## src/apb_pkg.sv

```systemverilog
/*
 * APB bus definitions
 * Address, data and strobe widths, their vector types and the
 * access state encoding used by the slave FSM
 */

`default_nettype none

package apb_pkg;

  ////////////////////////////////////////////////////////////////////////////
  // Bus widths
  ////////////////////////////////////////////////////////////////////////////

  localparam int PADDR_W = 12;
  localparam int PDATA_W = 32;
  // One strobe per byte lane
  localparam int PSTRB_W = PDATA_W / 8;

  typedef logic [PADDR_W-1:0] paddr_t;
  typedef logic [PDATA_W-1:0] pdata_t;
  typedef logic [PSTRB_W-1:0] pstrb_t;

  // Slave side of the setup/access handshake
  typedef enum logic [1:0] {
    APB_IDLE,
    APB_ACCESS,
    APB_READ_WAIT
  } apb_state_t;

endpackage

`default_nettype wire

```

## src/gpio_pkg.sv

```systemverilog
/*
 * GPIO register map
 * Word indices and byte addresses of the GPIO registers
 */

`default_nettype none

package gpio_pkg;

  // Word index sits in address bits 4..2
  localparam int REG_IDX_LSB = 2;
  localparam int REG_IDX_W   = 3;

  typedef logic [REG_IDX_W-1:0] reg_idx_t;

  // Word indices, 6 and 7 unmapped
  localparam reg_idx_t REG_MODE    = 3'd0;
  localparam reg_idx_t REG_DIR     = 3'd1;
  localparam reg_idx_t REG_OUT     = 3'd2;
  localparam reg_idx_t REG_IN      = 3'd3;
  localparam reg_idx_t REG_IOC_EN  = 3'd4;
  localparam reg_idx_t REG_PENDING = 3'd5;

  // Byte addresses as seen on PADDR
  localparam apb_pkg::paddr_t ADDR_MODE    = 12'h000;
  localparam apb_pkg::paddr_t ADDR_DIR     = 12'h004;
  localparam apb_pkg::paddr_t ADDR_OUT     = 12'h008;
  localparam apb_pkg::paddr_t ADDR_IN      = 12'h00C;
  localparam apb_pkg::paddr_t ADDR_IOC_EN  = 12'h010;
  localparam apb_pkg::paddr_t ADDR_PENDING = 12'h014;

endpackage

`default_nettype wire

```

## src/gpio_reg_if.sv

```systemverilog
/*
 * GPIO register access interface
 * One register read or write from the APB FSM to the register bank
 */

`timescale 1ns/1ns
`default_nettype none

interface gpio_reg_if #(
  parameter int GPIO_WIDTH = 16
);
  import apb_pkg::*;
  import gpio_pkg::*;

  // Request side, from the FSM
  logic     wr_en;
  logic     rd_en;
  reg_idx_t idx;
  logic     addr_hi_nonzero;
  pdata_t   wdata;
  pstrb_t   strb;

  // Response side, from the bank
  pdata_t   rdata;
  logic     err;

  // Byte strobes spread to one enable per pin
  logic [GPIO_WIDTH-1:0] wmask;

  always_comb begin
    for (int i = 0; i < GPIO_WIDTH; i++) begin
      wmask[i] = strb[i / 8];
    end
  end

  modport fsm (
    output wr_en, rd_en, idx, addr_hi_nonzero, wdata, strb,
    input  rdata, err
  );

  modport bank (
    input  wr_en, rd_en, idx, addr_hi_nonzero, wdata, wmask,
    output rdata, err
  );

endinterface

`default_nettype wire

```

## src/gpio_apb_fsm.sv

```systemverilog
/*
 * APB slave FSM
 * Turns each APB transfer into one register access, zero wait
 * states on writes and one wait state on reads
 */

`timescale 1ns/1ns
`default_nettype none

module gpio_apb_fsm (
  input  wire logic            PCLK,
  input  wire logic            PRESETn,
  input  wire logic            psel,
  input  wire logic            penable,
  input  wire logic            pwrite,
  input  wire apb_pkg::paddr_t paddr,
  input  wire apb_pkg::pdata_t pwdata,
  input  wire apb_pkg::pstrb_t pstrb,
  output apb_pkg::pdata_t      prdata,
  output logic                 pready,
  output logic                 pslverr,
  gpio_reg_if.fsm              regs
);
  import apb_pkg::*;
  import gpio_pkg::*;

  apb_state_t state_q;
  apb_state_t state_d;

  ////////////////////////////////////////////////////////////////////////////
  // Request fields, straight from the bus
  ////////////////////////////////////////////////////////////////////////////

  // Bank decides what is mapped, FSM only splits the address
  assign regs.idx             = paddr[REG_IDX_LSB +: REG_IDX_W];
  assign regs.addr_hi_nonzero = |paddr[PADDR_W-1:REG_IDX_LSB+REG_IDX_W];
  assign regs.wdata           = pwdata;
  assign regs.strb            = pstrb;

  // Read data already registered in the bank
  assign prdata = regs.rdata;

  ////////////////////////////////////////////////////////////////////////////
  // Next state and handshake
  ////////////////////////////////////////////////////////////////////////////

  always_comb begin
    state_d    = state_q;
    regs.wr_en = 1'b0;
    regs.rd_en = 1'b0;
    pready     = 1'b0;
    pslverr    = 1'b0;
    case (state_q)
      APB_IDLE: begin
        // Setup phase seen
        if (psel && !penable) begin
          state_d = APB_ACCESS;
        end
      end
      APB_ACCESS: begin
        if (psel && penable && pwrite) begin
          // Write completes in this cycle
          regs.wr_en = 1'b1;
          pready     = 1'b1;
          pslverr    = regs.err;
          state_d    = APB_IDLE;
        end else if (psel && penable) begin
          regs.rd_en = 1'b1;
          state_d    = APB_READ_WAIT;
        end else begin
          // Master dropped the transfer
          state_d = APB_IDLE;
        end
      end
      APB_READ_WAIT: begin
        // Address still held, so err is still valid
        pready  = 1'b1;
        pslverr = regs.err;
        state_d = APB_IDLE;
      end
      default: state_d = APB_IDLE;
    endcase
  end

  always_ff @(posedge PCLK or negedge PRESETn) begin
    if (!PRESETn) begin
      state_q <= APB_IDLE;
    end else begin
      state_q <= state_d;
    end
  end

endmodule

`default_nettype wire

```

## src/gpio_sample_timer.sv

```systemverilog
/*
 * Sample timer
 * Fixed prescaler, one-clock tick every SAMPLE_DIV clocks
 */

`timescale 1ns/1ns
`default_nettype none

module gpio_sample_timer #(
  parameter int SAMPLE_DIV = 4
) (
  input  wire logic PCLK,
  input  wire logic PRESETn,
  output logic      tick
);

  localparam int CNT_W = $clog2(SAMPLE_DIV);

  typedef logic [CNT_W-1:0] cnt_t;

  // Counter runs SAMPLE_DIV-1 down to 0
  localparam cnt_t RELOAD = cnt_t'(SAMPLE_DIV - 1);

  cnt_t cnt_q;

  always_ff @(posedge PCLK or negedge PRESETn) begin
    if (!PRESETn) begin
      cnt_q <= RELOAD;
      tick  <= 1'b0;
    end else begin
      // Tick registered, period stays SAMPLE_DIV
      tick <= (cnt_q == '0);
      if (cnt_q == '0) begin
        cnt_q <= RELOAD;
      end else begin
        cnt_q <= cnt_q - 1'b1;
      end
    end
  end

endmodule

`default_nettype wire

```

## src/gpio_input_stage.sv

```systemverilog
/*
 * GPIO input stage
 * Three-flop synchronizer, tick-sampled register and change detect
 */

`timescale 1ns/1ns
`default_nettype none

module gpio_input_stage #(
  parameter int GPIO_WIDTH = 16
) (
  input  wire logic                  PCLK,
  input  wire logic                  PRESETn,
  input  wire logic [GPIO_WIDTH-1:0] gpio_i,
  input  wire logic                  tick,
  output logic [GPIO_WIDTH-1:0]      in_sync,
  output logic [GPIO_WIDTH-1:0]      change
);

  typedef logic [GPIO_WIDTH-1:0] pins_t;

  pins_t sync1_q;
  pins_t sync2_q;
  pins_t sync3_q;
  pins_t sample_q;
  logic  seeded_q;

  ////////////////////////////////////////////////////////////////////////////
  // Synchronizer
  ////////////////////////////////////////////////////////////////////////////

  always_ff @(posedge PCLK or negedge PRESETn) begin
    if (!PRESETn) begin
      sync1_q <= '0;
      sync2_q <= '0;
      sync3_q <= '0;
    end else begin
      sync1_q <= gpio_i;
      sync2_q <= sync1_q;
      sync3_q <= sync2_q;
    end
  end

  // REG_IN reads the last stage
  assign in_sync = sync3_q;

  ////////////////////////////////////////////////////////////////////////////
  // Tick sampling and change detect
  ////////////////////////////////////////////////////////////////////////////

  always_ff @(posedge PCLK or negedge PRESETn) begin
    if (!PRESETn) begin
      sample_q <= '0;
      seeded_q <= 1'b0;
      change   <= '0;
    end else begin
      // One-clock pulse per detected change
      change <= '0;
      if (tick) begin
        sample_q <= sync3_q;
        seeded_q <= 1'b1;
        // First tick only seeds the sample
        if (seeded_q) begin
          change <= sync3_q ^ sample_q;
        end
      end
    end
  end

endmodule

`default_nettype wire

```

## src/gpio_reg_bank.sv

```systemverilog
/*
 * GPIO register bank
 * Mode, direction, output, IOC enable and pending registers,
 * read mux, registered pad drive and irq
 */

`timescale 1ns/1ns
`default_nettype none

module gpio_reg_bank #(
  parameter int GPIO_WIDTH = 16
) (
  input  wire logic                  PCLK,
  input  wire logic                  PRESETn,
  gpio_reg_if.bank                   regs,
  input  wire logic [GPIO_WIDTH-1:0] in_sync,
  input  wire logic [GPIO_WIDTH-1:0] change,
  output logic [GPIO_WIDTH-1:0]      gpio_o,
  output logic [GPIO_WIDTH-1:0]      gpio_oe,
  output logic                       irq
);
  import apb_pkg::*;
  import gpio_pkg::*;

  typedef logic [GPIO_WIDTH-1:0] pins_t;

  pins_t  mode_q;
  pins_t  dir_q;
  pins_t  out_q;
  pins_t  ioc_en_q;
  pins_t  pend_q;
  pins_t  wr_bits;
  pins_t  clr_bits;
  pins_t  rd_mux;
  pdata_t rdata_q;
  logic   wr_ok;

  ////////////////////////////////////////////////////////////////////////////
  // Decode and write data
  ////////////////////////////////////////////////////////////////////////////

  // Indices 6, 7 and anything above bit 4 unmapped
  assign regs.err = regs.addr_hi_nonzero || (regs.idx > REG_PENDING);

  assign wr_ok   = regs.wr_en && !regs.err;
  assign wr_bits = regs.wdata[GPIO_WIDTH-1:0];

  // Keep unstrobed bytes, take strobed ones
  function automatic pins_t merge(pins_t old_val, pins_t new_val, pins_t mask);
    return (old_val & ~mask) | (new_val & mask);
  endfunction

  always_ff @(posedge PCLK or negedge PRESETn) begin
    if (!PRESETn) begin
      mode_q   <= '0;
      dir_q    <= '0;
      out_q    <= '0;
      ioc_en_q <= '0;
    end else if (wr_ok) begin
      case (regs.idx)
        REG_MODE:   mode_q   <= merge(mode_q, wr_bits, regs.wmask);
        REG_DIR:    dir_q    <= merge(dir_q, wr_bits, regs.wmask);
        REG_OUT:    out_q    <= merge(out_q, wr_bits, regs.wmask);
        REG_IOC_EN: ioc_en_q <= merge(ioc_en_q, wr_bits, regs.wmask);
        // REG_IN is read only, PENDING handled below
        default: ;
      endcase
    end
  end

  ////////////////////////////////////////////////////////////////////////////
  // Pending bits, write 1 to clear
  ////////////////////////////////////////////////////////////////////////////

  assign clr_bits = (wr_ok && regs.idx == REG_PENDING) ? (wr_bits & regs.wmask) : '0;

  always_ff @(posedge PCLK or negedge PRESETn) begin
    if (!PRESETn) begin
      pend_q <= '0;
    end else begin
      // New change beats a clear on the same pin
      pend_q <= (pend_q & ~clr_bits) | change;
    end
  end

  ////////////////////////////////////////////////////////////////////////////
  // Read path
  ////////////////////////////////////////////////////////////////////////////

  always_comb begin
    rd_mux = '0;
    case (regs.idx)
      REG_MODE:    rd_mux = mode_q;
      REG_DIR:     rd_mux = dir_q;
      REG_OUT:     rd_mux = out_q;
      REG_IN:      rd_mux = in_sync;
      REG_IOC_EN:  rd_mux = ioc_en_q;
      REG_PENDING: rd_mux = pend_q;
      default:     rd_mux = '0;
    endcase
  end

  // Loaded in the first access cycle, zero on error
  always_ff @(posedge PCLK or negedge PRESETn) begin
    if (!PRESETn) begin
      rdata_q <= '0;
    end else if (regs.rd_en) begin
      rdata_q <= regs.err ? '0 : pdata_t'(rd_mux);
    end
  end

  assign regs.rdata = rdata_q;

  ////////////////////////////////////////////////////////////////////////////
  // Pads and interrupt
  ////////////////////////////////////////////////////////////////////////////

  // Open drain pulls low only, released when output bit is 1
  always_ff @(posedge PCLK or negedge PRESETn) begin
    if (!PRESETn) begin
      gpio_o  <= '0;
      gpio_oe <= '0;
      irq     <= 1'b0;
    end else begin
      gpio_o  <= out_q & ~mode_q;
      gpio_oe <= dir_q & ~(mode_q & out_q);
      irq     <= |(pend_q & ioc_en_q);
    end
  end

endmodule

`default_nettype wire

```

## src/gpio_top.sv

```systemverilog
/*
 * APB GPIO peripheral, top level
 * APB slave FSM, sample timer, input stage and register bank
 */

`timescale 1ns/1ns
`default_nettype none

module gpio_top #(
  parameter int GPIO_WIDTH = 16,
  parameter int SAMPLE_DIV = 4
) (
  input  wire logic                  PCLK,
  input  wire logic                  PRESETn,
  input  wire logic                  PSEL,
  input  wire logic                  PENABLE,
  input  wire logic                  PWRITE,
  input  wire apb_pkg::paddr_t       PADDR,
  input  wire apb_pkg::pdata_t       PWDATA,
  input  wire apb_pkg::pstrb_t       PSTRB,
  output apb_pkg::pdata_t            PRDATA,
  output logic                       PREADY,
  output logic                       PSLVERR,
  input  wire logic [GPIO_WIDTH-1:0] gpio_i,
  output logic [GPIO_WIDTH-1:0]      gpio_o,
  output logic [GPIO_WIDTH-1:0]      gpio_oe,
  output logic                       irq
);

  logic                  tick;
  logic [GPIO_WIDTH-1:0] in_sync;
  logic [GPIO_WIDTH-1:0] change;

  // FSM to bank register access
  gpio_reg_if #(.GPIO_WIDTH(GPIO_WIDTH)) reg_bus ();

  gpio_apb_fsm u_apb_fsm (
    .PCLK    (PCLK),
    .PRESETn (PRESETn),
    .psel    (PSEL),
    .penable (PENABLE),
    .pwrite  (PWRITE),
    .paddr   (PADDR),
    .pwdata  (PWDATA),
    .pstrb   (PSTRB),
    .prdata  (PRDATA),
    .pready  (PREADY),
    .pslverr (PSLVERR),
    .regs    (reg_bus.fsm)
  );

  gpio_sample_timer #(.SAMPLE_DIV(SAMPLE_DIV)) u_sample_timer (
    .PCLK    (PCLK),
    .PRESETn (PRESETn),
    .tick    (tick)
  );

  gpio_input_stage #(.GPIO_WIDTH(GPIO_WIDTH)) u_input_stage (
    .PCLK    (PCLK),
    .PRESETn (PRESETn),
    .gpio_i  (gpio_i),
    .tick    (tick),
    .in_sync (in_sync),
    .change  (change)
  );

  gpio_reg_bank #(.GPIO_WIDTH(GPIO_WIDTH)) u_reg_bank (
    .PCLK    (PCLK),
    .PRESETn (PRESETn),
    .regs    (reg_bus.bank),
    .in_sync (in_sync),
    .change  (change),
    .gpio_o  (gpio_o),
    .gpio_oe (gpio_oe),
    .irq     (irq)
  );

endmodule

`default_nettype wire

```

## config.mk

```make
export PLATFORM = sky130hd
export DESIGN_NAME = gpio_top
export DESIGN_NICKNAME = d
export VERILOG_FILES = /design/src/apb_pkg.sv /design/src/gpio_pkg.sv /design/src/gpio_reg_if.sv /design/src/gpio_apb_fsm.sv /design/src/gpio_sample_timer.sv /design/src/gpio_input_stage.sv /design/src/gpio_reg_bank.sv /design/src/gpio_top.sv
export SDC_FILE = /design/constraint.sdc
export NUM_CORES = 1
export LEC_CHECK = 0
export ABC_AREA = 1
export BUFFER_PORTS_ARGS = -buffer_cell sky130_fd_sc_hd__buf_2
export CAP_MARGIN = 20
export CORE_ASPECT_RATIO = 0.9
export CORE_MARGIN = 5
export CORE_UTILIZATION = 57
export DETAILED_ROUTE_END_ITERATION = 8
export PLACE_DENSITY = 0.85
export SETUP_SLACK_MARGIN = 0.4
export SKIP_CTS_REPAIR_TIMING = 1
export SYNTH_ARGS = -nofsm -noshare
export SYNTH_HDL_FRONTEND = slang
export SYNTH_SLANG_ARGS = --single-unit
```

## constraint.sdc

```tcl
create_clock -name PCLK -period 2 [get_ports PCLK]
set_input_delay 0.3 -clock PCLK [delete_from_list [all_inputs] [get_ports PCLK]]
set_output_delay 0.3 -clock PCLK [all_outputs]
set_load 0.1 [all_outputs]
```

==> impl_summary.txt <==
----------------------------------------------------
[Run status]
  Status ... complete, no violations

[Worst setup path]
  Ordered cell list for the critical path ... inv_2 > ha_4 > nand3_4 > nor2_4 > o21ai_4 > nor2_4 > buf_12
  Reg2Reg Depth ... 11
  Max stage delay on crit path ... 0.41 ns
  Cell family contributing the most delay on the critical path ... flip-flops
  Critical path peak fanout ... 3
  Critical path type ... flip-flop to output port
  Critical Path Start Type ... flip-flop
  Worst path arrival time ... 1.70 ns
  Cell mode on critical path ... sky130_fd_sc_hd__nor2_4
  Buf+Inv Stages, Crit Path ... 2
  Cell at the slowest stage of the critical path ... sky130_fd_sc_hd__dfrtp_1
  Stages on the worst setup path ... 7
  Sort of element at the end of the critical path ... output port
  Startpoint of the most critical register-to-register path ... u_apb_fsm.state_q[1]
  Minimum setup slack among reg-to-reg paths ... 0.21 ns
  CP Data Required Time ... 1.70 ns

[Drt]
  First-pass DRT Iterations ... 6
  DRC violations left ... 0
  ANT nets after route ... 0
  Total number of vias ... 7211
  Total Routed Length ... 20750 um
  Detailed router's first-iteration violation count ... 644
  Detail-routed net length per standard cell ... 15.44 um
  Vias per inst ... 5.365

[Clock network]
  Reg clk slew, reported paths ... 0.06 ns
  Clock tree from TritonCTS ... built
  Clock sink count ... 215
  Total CTS buffers ... 21
  Root buffer selected by CTS ... sky130_fd_sc_hd__clkbuf_16
  Insertion delay of the later-clocked pin in the worst-skew pair ... 0.49 ns
  H-Tree Depth ... 1
  Buffer depth of the longest clock path ... 3

[Layout]
  Filler cells ... 1146
  Final design area excluding fillers ... 10730 um2
  Area growth from synthesis to layout ... 19.48%
  Non-filler cells in the finished layout ... 1344
  Layout net count ... 1204
  Layout cells sized above 1 ... 0.1700

[Synth]
  YS warnings ... 0
  Register area share after synthesis ... 0.5992
  Leading cell types by total area after synthesis ... sky130_fd_sc_hd__dfrtp_1, sky130_fd_sc_hd__nand2_1, sky130_fd_sc_hd__nand3_1
  Total of flip-flops plus latches after synthesis ... 215
  Top-area cell type share of the netlist area ... 0.5933
  Top_reg_cell synth ... sky130_fd_sc_hd__dfrtp_1
  Synthesized instance count ... 993
  Synthesized area per cell ... 9.047 um2
  Number of unique standard cell types used by synthesis ... 29
  Count of flip-flops with a built-in enable after synthesis ... 0
  Share of flip-flops with an asynchronous set or reset after synthesis ... 1.000
  Yosys top cell by area ... sky130_fd_sc_hd__dfrtp_1
  Post-synthesis instance area ... 8984 um2

[Place]
  Port-buffer cells ... 99
  Final HPWL DP ... 14310 um
  Pre-CTS setup slack ... 0.03375 ns
  Standard cell area after detailed placement ... 9786 um2
  Post-Place Cells ... 1282
  Gp weighted congestion ... 0.9055

[STA]
  Largest clock skew in the final design ... 0.01500 ns
  Tmin final ... 1.996 ns
  Maximum achievable frequency ... 501.0 MHz
  Slew Limit Fails ... 0
  Total negative slack ... 0 ns
  Final period util ... 0.9979
  Transition time at the pin with the least slew margin ... 0.5545 ns
  # setup viols final ... 0
  Setup repair after global routing missed its margin ... yes
  Final Hold Fails ... 0
  Worst Setup Slack, final ... 0.004123 ns
  Tightest slew margin relative to the limit ... 0.6304
  Hold slack final ... 0.1030 ns

[Min path]
  Startpoint of the worst hold path ... PWDATA[0]
  Worst min path class ... primary input to flip-flop
  Worst hold path depth ... 3

[Floorplan]
  Boundary pin count ... 136
  Area enclosed by the die boundary ... 18370 um2
  Placeable core area ... 15440 um2
  Effective utilization at floorplan ... 0.5818
  DIE WIDTH ... 142.3 um
  Height of the chip ... 129.1 um
  Num rows ... 43

[GRT]
  Global router's overall resource usage ... 0.2261
  Wire length of the first global-routing pass ... 33420 um
  Total gr overflow ... 0
  Pin count of the biggest net entering global routing ... 69
  Antenna violations before repair ... 2
  Via count of the first global-routing pass ... 6798

[Pwr]
  P_leak ... 0.005775 uW
  Power per cell area ... 845.6 nW/um2
  IR drop worst, VDD ... 0.7118 mV

[Job]
  Reported max-cap violation count ... 0

----------------------------------------------------
-- synth_stat cells (2+ instances only) --
cell type / instances
sky130_fd_sc_hd__buf_6: 3
sky130_fd_sc_hd__nand4_1: 40
sky130_fd_sc_hd__o21ai_1: 5
sky130_fd_sc_hd__a21oi_1: 20
sky130_fd_sc_hd__nand3_1: 85
sky130_fd_sc_hd__ha_1: 4
sky130_fd_sc_hd__o21ai_0: 24
sky130_fd_sc_hd__buf_4: 21
sky130_fd_sc_hd__buf_2: 10
sky130_fd_sc_hd__or2_2: 2
sky130_fd_sc_hd__a221oi_1: 2
sky130_fd_sc_hd__inv_2: 5
sky130_fd_sc_hd__nand2_1: 361
sky130_fd_sc_hd__a21boi_0: 15
sky130_fd_sc_hd__clkbuf_1: 18
sky130_fd_sc_hd__inv_1: 88
sky130_fd_sc_hd__dfstp_2: 2
sky130_fd_sc_hd__nor2_4: 6
sky130_fd_sc_hd__nand4_4: 3
sky130_fd_sc_hd__dfrtp_1: 213
sky130_fd_sc_hd__nor2_1: 43
sky130_fd_sc_hd__o21a_1: 16
-- worst min-delay path, cell delays in order --
cell,delay [ns]
sky130_fd_sc_hd__buf_2,0.13
sky130_fd_sc_hd__nand3_1,0.08
sky130_fd_sc_hd__nand2_1,0.04
-- logic make-up (layout without fill, tap and decap cells) --
group	Yosys count	in the layout	share of synthesized area
DFF	215	215	0.5992
and+or+nand+nor	545	545	0.2660
AOI/OAI and AO/OA	82	82	0.05515
adders and majority gates	4	4	0.005571
buffers and inverters	146	279	0.07368
other	1	17	0.0004174
-- power breakdown --
| group | switching [uW] | internal [uW] | leakage [uW] |
|---|---|---|---|
| clock network | 1530 | 2030 | 0.000297 |
| registers | 60.6 | 4440 | 0.00276 |
| logic | 708 | 307 | 0.00272 |
-- per-stage QoR --
stage / power [uW] / utilization
final: 9077 / 0.6952
after global routing: 9390 / 0.6952
after CTS: 9079 / 0.6734
after detailed placement: 5524 / 0.6337
after global placement: 5493 / 0.6337
after floorplan: 5183 / -
-- layout make-up --
cell class / count / area (um2) / share of cell area
Antenna cell: 1 / 2.502 / 0.0002331
Tap cell: 202 / 252.7 / 0.02355
Multi-Input combinational cell: 647 / 3044 / 0.2836
Sequential cell: 215 / 5383 / 0.5015
Clock buffer: 28 / 581.8 / 0.05420
Clock inverter: 5 / 30.03 / 0.002798
Timing Repair Buffer: 153 / 1091 / 0.1016
Inverter: 93 / 349.1 / 0.03252
-- cell usage in the layout (no fill, tap or decap), drive strengths merged --
| cell | count |
|---|---|
| buf | 131 |
| nand4 | 44 |
| clkinvlp | 2 |
| nand3b | 1 |
| nor2 | 50 |
| nand3 | 86 |
| o21a | 16 |
| dlygate4sd3 | 17 |
| a21boi | 15 |
| a221oi | 2 |
| diode | 1 |
| clkinv | 3 |
| or2 | 2 |
| a21oi | 20 |
| clkbuf | 33 |
| nor3 | 1 |
| nand2 | 361 |
| inv | 93 |
| conb | 16 |
| dfrtp | 213 |
| dfstp | 2 |
| o21ai | 29 |
| ha | 4 |
-- worst max-delay path by stage --
stage	slack, ns	startpoint	end
floorplan	0.03	u_apb_fsm.state_q[1]	PSLVERR
global placement	0.16	u_apb_fsm.state_q[1]	flip-flop
detailed placement	0.03	u_apb_fsm.state_q[1]	flip-flop
CTS	-0.21	u_apb_fsm.state_q[1]	PSLVERR
global route	-0.06	u_apb_fsm.state_q[1]	PSLVERR
finish	0.004	u_apb_fsm.state_q[1]	PSLVERR
-- metal layers --
layer  vias up  track usage  wire (um)
li1       3399            -          -
met1      3381       0.3124       8300
met2       373       0.3658       9706
met3        56      0.04723       2052
met4         2      0.06987        681
met5         -            0         13
Note: power is estimated with default switching activity, not from simulation.
